### config.mk
export PLATFORM = sky130hd
export DESIGN_NAME = spi_master
export DESIGN_NICKNAME = d
export VERILOG_FILES = /design/src/design/spi_pkg.sv /design/src/design/spi_clk_div.sv /design/src/design/spi_cmd_port.sv /design/src/design/spi_master.sv /design/src/design/spi_rx_port.sv /design/src/design/spi_shift_engine.sv
export SDC_FILE = /design/constraint.sdc
export NUM_CORES = 1
export LEC_CHECK = 0
export CAP_MARGIN = 30
export CORE_ASPECT_RATIO = 0.75
export CORE_UTILIZATION = 40
export CTS_CLUSTER_DIAMETER = 150
export DETAILED_ROUTE_END_ITERATION = 6
export DONT_BUFFER_PORTS = 1
export GPL_TIMING_DRIVEN = 0
export HOLD_SLACK_MARGIN = 0.05
export PLACE_DENSITY = 0.56
export SETUP_SLACK_MARGIN = 0.05
export SYNTH_ARGS = -nofsm -noshare
export SYNTH_HDL_FRONTEND = slang
export SYNTH_SLANG_ARGS = --single-unit
### constraint.sdc
create_clock -name wr -period 2.45 [get_ports wr]
set_input_delay 0.245 -clock wr [delete_from_list [all_inputs] [get_ports wr]]
set_output_delay 0.245 -clock wr [all_outputs]
set_load 0.02 [all_outputs]
### src/design/spi_pkg.sv
package spi_pkg;

    ////////////////////////////////////////////////////////////////////////////
    // Sizes

    localparam int WORD_LEN  = 8;  // Bits per SPI word.
    localparam int PRESC_W   = 3;  // Prescaler exponent width, exponents 0 to 7.
    localparam int DIV_CNT_W = 8;  // Half-period counter, covers up to 256 cycles.

    // One frame is two half-periods per bit. The low bit of the half-period
    // index is the edge phase and the bits above it count data bits.
    localparam int HALF_CNT_W = $clog2(2 * WORD_LEN);

    ////////////////////////////////////////////////////////////////////////////
    // Types

    // One SPI data word.
    typedef logic [WORD_LEN-1:0] word_t;

    // The SPI mode as its two classic bits.
    // cpol is the level of sck while idle.
    // cpha 0 samples on the first edge of a bit, cpha 1 on the second.
    typedef struct packed {
        logic cpol;  // Idle level of sck.
        logic cpha;  // Sampling edge select.
    } spi_mode_t;

    // A complete host command, latched as a whole when a frame starts.
    // Width is WORD_LEN + PRESC_W + 1 + 2, so 14 bits with the defaults.
    typedef struct packed {
        word_t              data;       // Word shifted out on mosi.
        logic [PRESC_W-1:0] presc;      // Half-period is 2**(presc+1) cycles.
        logic               lsb_first;  // Set to send bit 0 first.
        spi_mode_t          mode;       // Clock polarity and phase.
    } spi_cmd_t;

    // Mode and order of the bus stay with the command, not with the master.

endpackage

### src/design/spi_clk_div.sv
module spi_clk_div
    import spi_pkg::*;
(
    input  logic               wr,         // System clock.
    input  logic               rst,        // Asynchronous reset, active high.
    input  logic               div_run,    // Count while high, hold at zero while low.
    input  logic [PRESC_W-1:0] div_presc,  // Exponent of the half-period length.
    output logic               half_tick   // One-cycle pulse per sck half-period.
);

    ////////////////////////////////////////////////////////////////////////////
    // Terminal count decode

    // The half-period is 2**(presc+1) cycles, so the counter runs from zero
    // up to 2**(presc+1)-1. The span is one bit wider than the counter,
    // because exponent 7 gives a span of 256.
    logic [DIV_CNT_W:0]   span;
    logic [DIV_CNT_W-1:0] term_cnt;  // Last count value of a half-period.
    logic [DIV_CNT_W-1:0] cnt;       // Cycles into the current half-period.
    logic                 at_term;

    assign span     = (DIV_CNT_W + 1)'(2) << div_presc;  // Two shifted by presc.
    assign term_cnt = DIV_CNT_W'(span - 1'b1);
    assign at_term  = (cnt == term_cnt);

    ////////////////////////////////////////////////////////////////////////////
    // Counter

    // half_tick is registered. With div_run rising at cycle s, the counter hits
    // the terminal count at s+2**(presc+1)-1 and the tick shows one cycle
    // later. Ticks then repeat every 2**(presc+1) cycles.
    always_ff @(posedge wr or posedge rst) begin
        if (rst) begin
            cnt       <= '0;
            half_tick <= 1'b0;
        end else begin
            half_tick <= div_run && at_term;  // No tick once the engine stops.

            if (!div_run || at_term) begin
                cnt <= '0;                    // Restart for each half-period.
            end else begin
                cnt <= cnt + 1'b1;
            end
        end
    end

    // The exponent comes from the engine's own copy of the command, so it does
    // not move while a frame is running and the count never skips past the
    // terminal value.
    //
    // Between frames the counter sits at zero. Every frame therefore starts
    // with a full first half-period, whatever the previous exponent was.

endmodule

### src/design/spi_cmd_port.sv
module spi_cmd_port
    import spi_pkg::*;
(
    input  logic     wr,         // System clock.
    input  logic     rst,        // Asynchronous reset, active high.
    input  logic     cmd_req,    // Host request, four-phase.
    input  spi_cmd_t cmd,        // Command, stable while cmd_req is high.
    output logic     cmd_ack,    // Acknowledge back to the host.
    output logic     cmd_valid,  // The slot holds a command.
    output spi_cmd_t held_cmd,   // The command waiting for the engine.
    input  logic     cmd_take    // Engine loads held_cmd on this edge.
);

    ////////////////////////////////////////////////////////////////////////////
    // Acceptance state

    // The acked state is also where the port waits for the request to fall,
    // so a new command needs a full return to zero first.
    typedef enum logic {
        acc_idle,   // Waiting for a request.
        acc_acked   // Ack is high, waiting for cmd_req to drop.
    } acc_state_t;

    acc_state_t acc_state;
    logic       slot_full;  // One command is held.
    logic       accept;     // Copy cmd into the slot on this edge.
    spi_cmd_t   cmd_q;      // Holding register for the command.

    // A request is only taken into an empty slot. While the slot is full the
    // ack is withheld, and that is the only back-pressure the host sees.
    assign accept = (acc_state == acc_idle) && cmd_req && !slot_full;

    always_ff @(posedge wr or posedge rst) begin
        if (rst) begin
            acc_state <= acc_idle;
            slot_full <= 1'b0;
        end else begin
            case (acc_state)
                acc_idle: begin
                    if (accept) begin
                        acc_state <= acc_acked;  // Ack shows on the next cycle.
                    end
                end
                acc_acked: begin
                    if (!cmd_req) begin
                        acc_state <= acc_idle;   // Host released, drop the ack.
                    end
                end
                default: acc_state <= acc_idle;
            endcase

            // Filling and emptying never meet, since accept needs an empty slot
            // and the engine only takes from a full one.
            if (accept) begin
                slot_full <= 1'b1;
            end else if (cmd_take) begin
                slot_full <= 1'b0;
            end
        end
    end

    // The command is written only when a request is accepted.
    always_ff @(posedge wr) begin
        if (accept) begin
            cmd_q <= cmd;
        end
    end

    assign cmd_ack   = (acc_state == acc_acked);
    assign cmd_valid = slot_full;
    assign held_cmd  = cmd_q;

endmodule

### src/design/spi_master.sv
module spi_master
    import spi_pkg::*;
(
    input  logic     wr,       // System clock.
    input  logic     rst,      // Asynchronous reset, active high.
    input  logic     cmd_req,  // Host command request.
    input  spi_cmd_t cmd,      // Host command.
    output logic     cmd_ack,  // Command accepted.
    output logic     rx_req,   // Received word on offer.
    input  logic     rx_ack,   // Host took the received word.
    output word_t    rx_data,  // Received word.
    output logic     ss,       // SPI slave select, active low.
    output logic     sck,      // SPI clock.
    output logic     mosi,     // SPI master out.
    input  logic     miso      // SPI master in.
);

    // Command slot to engine.
    logic               cmd_valid;
    logic               cmd_take;
    spi_cmd_t           held_cmd;
    // Engine to divider.
    logic               div_run;
    logic [PRESC_W-1:0] div_presc;
    logic               half_tick;
    // Engine to receive slot.
    logic               rx_load;
    word_t              rx_word;
    logic               rx_full;

    ////////////////////////////////////////////////////////////////////////////
    // Blocks

    spi_cmd_port u_cmd_port (
        .wr        (wr),        .rst       (rst),
        .cmd_req   (cmd_req),   .cmd       (cmd),
        .cmd_ack   (cmd_ack),   .cmd_valid (cmd_valid),
        .held_cmd  (held_cmd),  .cmd_take  (cmd_take)
    );

    spi_clk_div u_clk_div (
        .wr        (wr),        .rst       (rst),
        .div_run   (div_run),   .div_presc (div_presc),
        .half_tick (half_tick)
    );

    spi_shift_engine u_engine (
        .wr        (wr),        .rst       (rst),
        .cmd_valid (cmd_valid), .held_cmd  (held_cmd),  .cmd_take  (cmd_take),
        .rx_full   (rx_full),   .rx_load   (rx_load),   .rx_word   (rx_word),
        .div_run   (div_run),   .div_presc (div_presc), .half_tick (half_tick),
        .ss        (ss),        .sck       (sck),       .mosi      (mosi),
        .miso      (miso)
    );

    spi_rx_port u_rx_port (
        .wr        (wr),        .rst       (rst),
        .rx_load   (rx_load),   .rx_word   (rx_word),   .rx_full   (rx_full),
        .rx_req    (rx_req),    .rx_ack    (rx_ack),    .rx_data   (rx_data)
    );

endmodule

### src/design/spi_rx_port.sv
module spi_rx_port
    import spi_pkg::*;
(
    input  logic  wr,       // System clock.
    input  logic  rst,      // Asynchronous reset, active high.
    input  logic  rx_load,  // Engine hands over a finished word.
    input  word_t rx_word,  // The finished word.
    output logic  rx_full,  // Slot busy, from load until ack is back low.
    output logic  rx_req,   // Offer to the host, four-phase.
    input  logic  rx_ack,   // Host has taken the word.
    output word_t rx_data   // Word on offer, stable while rx_req is high.
);

    ////////////////////////////////////////////////////////////////////////////
    // Offer state

    typedef enum logic [1:0] {
        rx_empty,    // Free for the next word.
        rx_offer,    // rx_req high, waiting for the ack.
        rx_release   // rx_req dropped, waiting for the ack to fall.
    } rx_state_t;

    rx_state_t rx_state;
    word_t     data_q;

    always_ff @(posedge wr or posedge rst) begin
        if (rst) begin
            rx_state <= rx_empty;
        end else begin
            case (rx_state)
                rx_empty:   if (rx_load) rx_state <= rx_offer;    // Request next cycle.
                rx_offer:   if (rx_ack)  rx_state <= rx_release;  // Drop the request.
                rx_release: if (!rx_ack) rx_state <= rx_empty;
                default:    rx_state <= rx_empty;
            endcase
        end
    end

    // The engine only loads into an empty slot.
    always_ff @(posedge wr) begin
        if (rx_load) begin
            data_q <= rx_word;
        end
    end

    assign rx_full = (rx_state != rx_empty);
    assign rx_req  = (rx_state == rx_offer);
    assign rx_data = data_q;

endmodule

### src/design/spi_shift_engine.sv
module spi_shift_engine
    import spi_pkg::*;
(
    input  logic               wr,          // System clock.
    input  logic               rst,         // Asynchronous reset, active high.
    input  logic               cmd_valid,   // Command slot is full.
    input  spi_cmd_t           held_cmd,    // Command in the slot.
    output logic               cmd_take,    // Load held_cmd on this edge.
    input  logic               rx_full,     // Receive slot is busy.
    output logic               rx_load,     // Hand rx_word to the receive slot.
    output word_t              rx_word,     // Word assembled from miso.
    output logic               div_run,     // Run the half-period divider.
    output logic [PRESC_W-1:0] div_presc,   // Divider exponent for this frame.
    input  logic               half_tick,   // End of an sck half-period.
    output logic               ss,          // Slave select, active low.
    output logic               sck,         // SPI clock.
    output logic               mosi,        // Master out.
    input  logic               miso         // Master in.
);

    ////////////////////////////////////////////////////////////////////////////
    // Frame state

    typedef enum logic [1:0] {
        st_idle,   // ss high, nothing to send.
        st_shift,  // sck running, bits moving.
        st_done    // Word complete, waiting to hand it over.
    } eng_state_t;

    eng_state_t             state;
    spi_mode_t              mode_q;    // Mode of the current or last frame.
    logic                   lsb_q;     // Bit order of the current frame.
    logic [PRESC_W-1:0]     presc_q;   // Prescaler of the current frame.
    word_t                  tx_sh;     // Bits still to go out.
    word_t                  rx_sh;     // Bits gathered so far.
    logic [HALF_CNT_W-1:0]  hcnt;      // Half-period index within the frame.
    logic                   sck_q;     // sck before polarity is applied.
    logic                   ss_q;
    logic                   mosi_q;
    logic                   last_edge; // The sixteenth half-period ends now.
    logic                   sample_edge;
    logic                   shift_edge;

    // Leading bit of a word in the given order.
    function automatic logic lead_bit(input word_t w, input logic lsb);
        return lsb ? w[0] : w[WORD_LEN-1];
    endfunction

    // The word with its leading bit consumed. Ones fill the vacated end.
    function automatic word_t drop_bit(input word_t w, input logic lsb);
        return lsb ? {1'b1, w[WORD_LEN-1:1]} : {w[WORD_LEN-2:0], 1'b1};
    endfunction

    assign last_edge = (hcnt == HALF_CNT_W'(2 * WORD_LEN - 1));

    // hcnt[0] is 0 on the first edge of a bit and 1 on the second.
    // Sampling sits on the edge that matches cpha, shifting on the other one.
    assign sample_edge = (state == st_shift) && half_tick && (hcnt[0] == mode_q.cpha);
    assign shift_edge  = (state == st_shift) && half_tick && (hcnt[0] != mode_q.cpha)
                         && !last_edge;  // Nothing left to drive after bit 7.

    // A finished word waits in st_done until the receive slot is free, so no
    // word is ever overwritten. A new command starts only with that slot free.
    assign rx_load  = (state == st_done) && !rx_full;
    assign cmd_take = cmd_valid && !rx_full && ((state == st_idle) || (state == st_done));

    ////////////////////////////////////////////////////////////////////////////
    // Control registers

    always_ff @(posedge wr or posedge rst) begin
        if (rst) begin
            state  <= st_idle;
            ss_q   <= 1'b1;
            sck_q  <= 1'b0;
            hcnt   <= '0;
            mode_q <= '0;  // sck idles low after reset.
        end else if (cmd_take) begin
            state  <= st_shift;
            ss_q   <= 1'b0;           // Stays low on a back-to-back take.
            mode_q <= held_cmd.mode;
        end else if (rx_load) begin
            state <= st_idle;         // No follow-up command.
            ss_q  <= 1'b1;
        end else if ((state == st_shift) && half_tick) begin
            sck_q <= ~sck_q;          // Sixteen toggles leave it at rest.
            hcnt  <= hcnt + 1'b1;     // Wraps back to zero on the last edge.
            if (last_edge) begin
                state <= st_done;
            end
        end
    end

    ////////////////////////////////////////////////////////////////////////////
    // Data path

    // Command fields are copied at take time so the host can reuse its port.
    always_ff @(posedge wr) begin
        if (cmd_take) begin
            presc_q <= held_cmd.presc;
            lsb_q   <= held_cmd.lsb_first;
            mosi_q  <= lead_bit(held_cmd.data, held_cmd.lsb_first);  // Ready for cpha 0.
            // With cpha 1 the first edge drives the first bit again.
            tx_sh   <= held_cmd.mode.cpha ? held_cmd.data
                                          : drop_bit(held_cmd.data, held_cmd.lsb_first);
        end else if (shift_edge) begin
            mosi_q <= lead_bit(tx_sh, lsb_q);
            tx_sh  <= drop_bit(tx_sh, lsb_q);
        end

        if (sample_edge) begin
            // The first bit in ends up in bit 7 for MSB first, in bit 0 otherwise.
            rx_sh <= lsb_q ? {miso, rx_sh[WORD_LEN-1:1]} : {rx_sh[WORD_LEN-2:0], miso};
        end
    end

    assign div_run   = (state == st_shift);
    assign div_presc = presc_q;
    assign rx_word   = rx_sh;
    assign ss        = ss_q;
    assign sck       = sck_q ^ mode_q.cpol;      // Idle level follows cpol.
    assign mosi      = ss_q ? 1'b1 : mosi_q;     // Held high while deselected.

endmodule

Word-level counts from Yosys, hierarchy flattened
Cells that the tools add are included.

operators by class
  add/sub/neg operators = 3
  eq/ne operators = 11
  shift operators = 1
  muxes and demuxes = 27
  bitwise gates (word level) = 5
  reductions and logical operators = 27

operators by type and width
  cell                                                                 count
  8-bit two-way mux                                                    7
  2-bit two-way mux                                                    7
  1-bit two-way mux                                                    11
  1-bit logical AND                                                    10
  8-bit by 1-bit adder with 8-bit output (second input constant)       1
  8-bit == test                                                        1
  2-bit nonzero test                                                   4
  2-bit by 3-bit left shift with 8-bit output (first input constant)   1
  8-bit by 1-bit subtractor with 8-bit output (second input constant)  1
  2-bit one-hot mux with 3 select lines                                1
  3-bit AND reduction                                                  2
  3-bit nonzero test                                                   2
  4-bit by 1-bit adder with 4-bit output (second input constant)       1
  2-bit by 1-bit == test with 1-bit output (second input constant)     2
  2-bit == test (second input constant)                                2
  4-bit == test (second input constant)                                1
  1-bit logical NOT                                                    4
  2-bit logical NOT                                                    2
  2-bit != test (second input constant)                                2
  1-bit inverter                                                       4
  1-bit logical OR                                                     2
  2-bit by 1-bit != test with 1-bit output (second input constant)     1
  1-bit one-hot mux with 2 select lines                                1
  2-bit AND reduction                                                  1
  3 further kinds                                                      3

word-level totals
  register bits after elaboration = 66
  output and inout port bits = 13
  logic and storage cells = 96

Longest topological paths before layout
Gate-level depths: netlist of the first run.

  depth in word-level cells = 6
  mapped depth = 6
  mapped depth without buffers = 5

Modules after synthesis
A second synthesis of the first run with hierarchy kept.

unflattened totals
  cells, all modules = 223
  area total of the unflattened synthesis = 3,075.4 um^2

modules (own cells, without submodules)
  module            instances  cells an instance  area an instance (um^2)  seq. area each (um^2)
  spi_shift_engine  1          121                1,599.0                  882.1
  spi_clk_div       1          62                 626.9                    225.2
  spi_cmd_port      1          22                 509.2                    470.5
  spi_rx_port       1          18                 340.3                    290.3

Worst setup path after synthesis of the first run
OpenSTA, ideal clock, no wires.

  kind = register to register
  from = reg u_cmd_port.acc_state, in the netlist u_cmd_port.cmd_ack
  to = reg u_cmd_port.cmd_q, in the netlist u_cmd_port.held_cmd[0] (enable)
  arrival = 1,623 ps
  required time = 2,042 ps
  path slack = 419 ps
  stages on the path, launching flop included = 2
  buffers on the path = 0
  cells stage by stage = dfrtp_1 > nor3b_1

between the ends
  longest elaborated chain between the ends = 3

ends and longest elaborated chain
  element                         line                RTL
  from (decl)                     spi_cmd_port.sv:24  acc_state_t acc_state;
  from (signal assigned)          spi_cmd_port.sv:35  acc_state <= acc_idle;
  from (signal assigned)          spi_cmd_port.sv:41  acc_state <= acc_acked;
  from (signal assigned)          spi_cmd_port.sv:46  acc_state <= acc_idle;
  1-bit inverter                  spi_cmd_port.sv:31  assign accept = (acc_state == acc_idle) && cmd_req && !slot_full;
  1-bit logical AND (2 in a row)  spi_cmd_port.sv:31
  named net u_cmd_port.accept     spi_cmd_port.sv:26  logic accept;
  to (signal assigned)            spi_cmd_port.sv:65  cmd_q <= cmd;
  to (decl)                       spi_cmd_port.sv:27  spi_cmd_t cmd_q;

The timed path passes the listed nets, and every way through them passes these cells.
A chain may end at the register's enable or synchronous reset.

Final worst setup path of the first run
  from = reg u_rx_port.rx_state[1]
  to = reg u_engine.tx_sh[7] (enable)

between the ends
  longest elaborated chain between the ends = 5

ends and longest elaborated chain
  element                         line                     RTL
  from (decl)                     spi_rx_port.sv:23        rx_state_t rx_state;
  from (signal assigned)          spi_rx_port.sv:28        rx_state <= rx_empty;
  from (signal assigned)          spi_rx_port.sv:31        rx_empty: if (rx_load) rx_state <= rx_offer;
  from (signal assigned)          spi_rx_port.sv:32        rx_offer: if (rx_ack) rx_state <= rx_release;
  2-bit nonzero test              spi_rx_port.sv:46        assign rx_full = (rx_state != rx_empty);
  1-bit logical NOT               spi_shift_engine.sv:65   assign cmd_take = cmd_valid && !rx_full && ((state == st_idle) || (state == st_done));
  1-bit logical AND (2 in a row)  spi_shift_engine.sv:65
  2-bit nonzero test (no line)    n/a
  to (signal assigned)            spi_shift_engine.sv:103  tx_sh <= held_cmd.mode.cpha ? held_cmd.data
  to (signal assigned)            spi_shift_engine.sv:107  tx_sh <= drop_bit(tx_sh, lsb_q);
  to (decl)                       spi_shift_engine.sv:34   word_t tx_sh;

Every way passes these cells.

==> results.json, run 1 <==
{
  "outcome": "complete, no violations",
  "yosys_warnings": 0,
  "area_growth_pct": 18.0,
  "antenna_found_initial": 0,
  "pin_count": 32,
  "ys_seq_area_share_pct": 63.1,
  "hp-class": "in2reg",
  "reg2regPathDepth": 5,
  "grt_usage_pct": 15.7,
  "wl_um": 5400,
  "wire_per_inst_um": 15.1,
  "criticalPathCategory": "reg2reg",
  "worstHoldPathCells": 1,
  "drtIter0Drc": 131,
  "synth_top_area_share_pct": 43.6,
  "pre_cts_slack_ns": 0.466,
  "syn_area_mm2": 0.00296,
  "final_cell_area_mm2": 0.00349,
  "ys_ff_latch": 66,
  "fp.dieW_um": 101,
  "yosys-top-cells-area": "edfxtp_1 (44%), dfrtp_1 (19%), mux2i_1 (4.7%)",
  "grt_pass1_vias": 1799,
  "setup_violations": 0,
  "fin_crit_ns": 1.95,
  "cts_buffer_depth": 2,
  "start_kind": "flop",
  "cts_tree": "yes",
  "ys_types": 45,
  "path_clk_slew_ns": 0.08,
  "crit_fanout": 10,
  "grt_pass1_wl_um": 9030,
  "vias": 1831,
  "grt_max_degree": 24,
  "die_h_um": 76.5,
  "synthCells": 227,
  "synthFlopType": "edfxtp_1",
  "final_nets": 277,
  "hold_viol_final": 0,
  "postRouteAntennaNets": 0,
  "cts_htree_levels": 3,
  "vias_per_cell": 5.10,
  "slowest_delay_ns": 0.42,
  "fp-row-count": 26,
  "port_buffers": 0,
  "clock_latency_ns": 0.34,
  "root_buffer": "clkbuf_8",
  "drc_errors": 0,
  "synth_edf_count": 43,
  "fin_setup_tns_ns": 0,
  "tightest_slew_ns": 0.908,
  "syn-num-nets": 248,
  "coreArea_mm2": 0.00699,
  "p_total_mw": 3.30,
  "maxSlewViolCount": 0,
  "power.leakage_nw": 1.35,
  "post-cts-setup-buffers": 0,
  "synth.most_common_cell": "edfxtp_1",
  "rsz0062_at_grt": "false",
  "path_cells": "nor3_2 -> and2_1 -> buf_2 -> buf_4 -> a41o_1",
  "overflow": 0,
  "cts_resized": 0,
  "cp_data_required_time_ns": 2.45,
  "postCtsHoldBufs": 17,
  "slew_headroom_pct": 39.4,
  "powerDensity_mw_per_mm2": 946,
  "crit_slowest_cell": "dfrtp_1",
  "numCtsBuffers": 9,
  "avgSynthCellArea_um2": 13.0,
  "synth_common_cells": "edfxtp_1 (43), nand2_1 (23), dfrtp_1 (22)",
  "diodes": 0,
  "yosysTopAreaCell": "edfxtp_1",
  "end_kind": "flop",
  "dieArea_mm2": 0.00775,
  "fmax_mhz": 513,
  "start_util_pct": 42.3,
  "place_hpwl_um": 3660,
  "timing.final.ws_setup_ns": 0.502,
  "period_share_pct": 79.5,
  "crit_arrival_ns": 1.95,
  "cts_sinks": 66,
  "final.setup_skew_ns": 0.00847,
  "place_congestion": 0.775,
  "async_flop_share_pct": 34.8,
  "cap_violations": 0,
  "placed_cell_area_mm2": 0.00310,
  "dr.pass1.iters": 4,
  "max-vdd-ir-drop_mv": 0.410,
  "drive_gt1_share_pct": 16.9
}
power by group:
part           internal [mW]  total [mW]  switching, mW
Combinational          0.305       0.707          0.402
Clock                  0.581        1.03          0.444
Sequential              1.40        1.57          0.174
Total                   2.28        3.30           1.02
sequential cells by signal (all words and copies together), names as in the netlist:
name / cells
u_cmd_port.held_cmd: 14
u_clk_div.cnt: 8
u_engine.rx_word: 8
u_engine.tx_sh: 8
u_rx_port.rx_data: 8
u_engine.hcnt: 4
u_engine.div_presc: 3
u_engine.mode_q: 2
u_engine.state: 2
u_rx_port.rx_state: 2
u_clk_div.half_tick: 1
u_cmd_port.cmd_ack: 1
u_cmd_port.cmd_valid: 1
u_engine.lsb_q: 1
u_engine.mosi_q: 1
u_engine.sck_q: 1
u_engine.ss: 1
per-layer routing:
metal  wire length, um  GRT usage [%]  up-vias  share of wire (%)
met3               275           4.40        6                5.1
met1              2680           22.2      874                 50
met5                 0              0        -                  0
met4                61           7.25        0                1.1
met2              2390           22.4       57                 44
li1                  -              -      894                  -
stage by stage:
step | utilization, % | hold slack, ns | std cells
after floorplan | - | 0.246 | 227
after global placement | 44.1 | 0.344 | 325
after detailed placement | 44.3 | 0.344 | 326
after CTS | 49.9 | 0.0948 | 359
after global routing | 49.9 | 0.0928 | 359
final | 49.9 | 0.117 | 359
critical path, delay by kind of cell, from the launching register on:
family                 cells  cell delay (ns)
AOI/OAI and AO/OA          1             0.36
buffers and inverters      2             0.36
and+or+nand+nor            2             0.46
DFF                        1             0.42
cells by family (layout without fill, tap and decap cells):
group           count (synthesis)  in the layout  share of synthesized area (%)
mux                            25             25                           8.92
xor+xnor                       12             12                           3.55
simple gates                   61             61                           10.1
buf+inv                        16             50                           2.66
flops                          66             66                           63.1
compound gates                 45             45                           10.8
fa+ha+maj                       2              2                          0.845
worst paths after layout:
kind,endpoint,startpoint,slack (ns)
max,u_engine.tx_sh[7]$_DFFE_PP_,u_rx_port.rx_state[1]$_DFFE_PP0P_,0.50
min,u_engine.rx_word[0]$_DFFE_PP_,miso,0.12
max reg2reg,u_engine.tx_sh[7]$_DFFE_PP_,u_rx_port.rx_state[1]$_DFFE_PP0P_,0.50
min reg2reg,u_engine.div_presc[0]$_DFFE_PP_,u_cmd_port.held_cmd[3]$_DFFE_PP_,0.42
max in group asynchronous,u_clk_div.cnt[4]$_DFF_PP0_,rst,1.35
min in group asynchronous,u_engine.sck_q$_DFFE_PP0P_,rst,0.54
cell type report:
type,count,area [um2]
inverters,5,18.8
well taps,98,123
repair buffers,18,181
flip-flops and latches,66,1870
multi-input cells,145,1020
plain buffers,11,60.1
clock inverters,7,100
fillers,619,3500
clock buffers,9,124
cell usage in the layout, fill, tap and decap left out, types with 3 or more instances in the layout:
| cell | netlist | layout |
|---|---|---|
| dfrtp_1 | 22 | 22 |
| o21a_1 | 4 | 4 |
| mux2i_1 | 14 | 14 |
| a21oi_1 | 5 | 5 |
| nand3_1 | 6 | 6 |
| mux2_2 | 8 | 8 |
| nand2_1 | 23 | 23 |
| o21ai_0 | 9 | 9 |
| nor2_1 | 10 | 10 |
| xor2_1 | 5 | 5 |
| edfxtp_1 | 43 | 43 |
| buf_2 | 6 | 6 |
| dlygate4sd3_1 | 0 | 17 |
| xnor2_1 | 7 | 7 |
| clkbuf_8 | 0 | 9 |
| nand2b_1 | 3 | 3 |
| mux2_1 | 3 | 3 |
| nor3_1 | 5 | 5 |
| inv_1 | 3 | 3 |
| o21ai_1 | 8 | 8 |
| clkbuf_1 | 3 | 3 |
| a31oi_1 | 7 | 7 |
| nor2b_1 | 4 | 4 |
Note: power is estimated with default switching activity, not from simulation.
==> inputs of run 2 (changes only) <==
==> constraint.sdc (replaced) <==
create_clock -name wr -period 1.8 [get_ports wr]
set_input_delay 0.18 -clock wr [delete_from_list [all_inputs] [get_ports wr]]
set_output_delay 0.18 -clock wr [all_outputs]
set_load 0.02 [all_outputs]
==> results.json, run 2 (synthesized netlist as in run 1, its figures left out) <==
{
  "outcome": "complete, no violations",
  "wire_per_inst_um": 15.3,
  "diodes": 0,
  "fmax_mhz": 617,
  "start_kind": "flop",
  "dieArea_mm2": 0.00775,
  "place_hpwl_um": 3560,
  "vias_per_cell": 5.05,
  "timing.final.ws_setup_ns": 0.180,
  "grt_max_degree": 24,
  "path_clk_slew_ns": 0.08,
  "die_h_um": 76.5,
  "timing.hold.ws_ns": 0.186,
  "cts_htree_levels": 3,
  "pre_cts_slack_ns": -0.172,
  "clock_latency_ns": 0.34,
  "fin_crit_ns": 1.62,
  "cts_buffer_depth": 2,
  "criticalPathCategory": "reg2reg",
  "placed_cell_area_mm2": 0.00310,
  "root_buffer": "clkbuf_8",
  "drc_errors": 0,
  "period_share_pct": 90.0,
  "vias": 1834,
  "tightest_slew_ns": 0.541,
  "largest_reg_flops": 14,
  "swShare_pct": 29.9,
  "seq_area_mm2": 0.00187,
  "maxSlewViolCount": 0,
  "power.leakage_nw": 1.39,
  "cts_tree": "yes",
  "end_kind": "flop",
  "cp_data_required_time_ns": 1.85,
  "hp-class": "in2async",
  "max-vdd-ir-drop_mv": 0.669,
  "power_frac_comb_pct": 22.4,
  "drive_gt1_share_pct": 18.5,
  "area_growth_pct": 22.3,
  "drtIter0Drc": 115,
  "rsz0062_at_grt": "false",
  "hold_viol_final": 0,
  "wl_um": 5540,
  "dr.pass1.iters": 4,
  "start_util_pct": 42.3,
  "cts_sinks": 66,
  "grt_pass1_vias": 1777,
  "final.setup_skew_ns": 0.00663,
  "intPower_mw": 3.32,
  "antenna_found_initial": 0,
  "final_core_util_pct": 51.8,
  "p_sw_mw": 1.42,
  "clkPwrFrac_pct": 32.4,
  "numCtsBuffers": 9,
  "p_seq_share_pct": 45.2,
  "final_nets": 281,
  "port_buffers": 0,
  "layout_commonest_cell": "edfxtp_1",
  "multi_input_area_mm2": 0.00106,
  "setup_violations": 0,
  "fillers": 598,
  "coreArea_mm2": 0.00699,
  "fp-row-count": 26,
  "crit_fanout": 11,
  "grt_pass1_wl_um": 8780,
  "grt_usage_pct": 15.2,
  "fp.dieW_um": 101,
  "crit_arrival_ns": 1.67,
  "final_cell_area_mm2": 0.00362,
  "most-common-layout-cells": "edfxtp_1 (43), nand2_1 (23), dfrtp_1 (22)",
  "overflow": 0,
  "place_congestion": 0.759,
  "powerDensity_mw_per_mm2": 1310,
  "postRouteAntennaNets": 0,
  "slew_headroom_pct": 63.8,
  "cap_violations": 0,
  "pin_count": 32
}
-- run 2: cell types whose count changed in the layout (fill, tap and decap cells not counted), sizes merged --
cell         before  now
clkinv            3    1
dlygate4sd3      17   18
clkbuf           12   15
a41o              1    2
bufinv            2    3
-- run 2: timing repair --
action / in CTS / in global routing
pin swaps: 0 / 1
setup buffers: 0 / 1
resized for setup: 4 / 7
endpoints found under the setup margin: 18 / 29
hold endpoints to repair: 41 / 0
gates cloned: 0 / 1
hold buffers: 18 / 0
-- run 2: final timing paths --
check | from | endpoint | slack, ns | depth (start not counted)
setup / recovery | u_rx_port.rx_state[0]$_DFFE_PP0P_ | u_engine.mosi_q$_DFFE_PP_ | 0.18 | 5
hold / removal | rst | u_clk_div.cnt[6]$_DFF_PP0_ | 0.19 | 2
setup reg to reg | u_rx_port.rx_state[0]$_DFFE_PP0P_ | u_engine.mosi_q$_DFFE_PP_ | 0.18 | 5
hold reg to reg | u_cmd_port.held_cmd[5]$_DFFE_PP_ | u_engine.div_presc[2]$_DFFE_PP_ | 0.42 | 0
max in group asynchronous | rst | u_engine.ss$_DFFE_PP1P_ | 1.16 | 3
min in group wr | cmd_req | u_cmd_port.held_cmd[1]$_DFFE_PP_ | 0.19 | 1
-- run 2: cell type report --
| type | count | share of cell area (%) |
|---|---|---|
| clock inverters | 6 | 3.08 |
| well taps | 98 | 3.39 |
| flip-flops and latches | 66 | 51.6 |
| plain buffers | 11 | 1.94 |
| multi-input cells | 146 | 29.4 |
| inverters | 5 | 0.518 |
| clock buffers | 10 | 3.80 |
| repair buffers | 21 | 6.26 |
-- run 2: metrics by stage --
step / std cells / total power, mW / setup TNS (ns)
after floorplan: 227 / 2.86 / 0
after global placement: 325 / 3.07 / -2.58
after detailed placement: 326 / 3.11 / -1.65
after CTS: 360 / 4.71 / 0
after global routing: 363 / 4.98 / 0
final: 363 / 4.74 / 0
-- run 2: power by group through the flow --
stage	logic, mW	clock network, mW	registers (mW)
2_1_floorplan	0.762	0	2.10
3_3_place_gp	0.908	0	2.16
3_5_place_dp	0.942	0	2.17
4_1_cts	0.997	1.57	2.14
5_1_grt	1.17	1.64	2.17
6_report	1.06	1.54	2.14
-- run 2: worst max-delay path, cell delays in order, from the launching register on --
cell and delay, ns:
dfrtp_1 0.43, nor3_4 0.24, and2_1 0.15, clkbuf_4 0.18
buf_6 0.17, a41o_4 0.15
-- run 2: per-layer routing --
layer | GRT usage (%) | vias to the layer above | part of all wire, % | wire length, um
met3 | 5.50 | 5 | 4.0 | 220
met5 | 0 | - | 0 | 0
met4 | 4.64 | 0 | 0.83 | 46
met2 | 21.0 | 41 | 44 | 2420
met1 | 21.9 | 885 | 51 | 2850
li1 | - | 903 | - | -
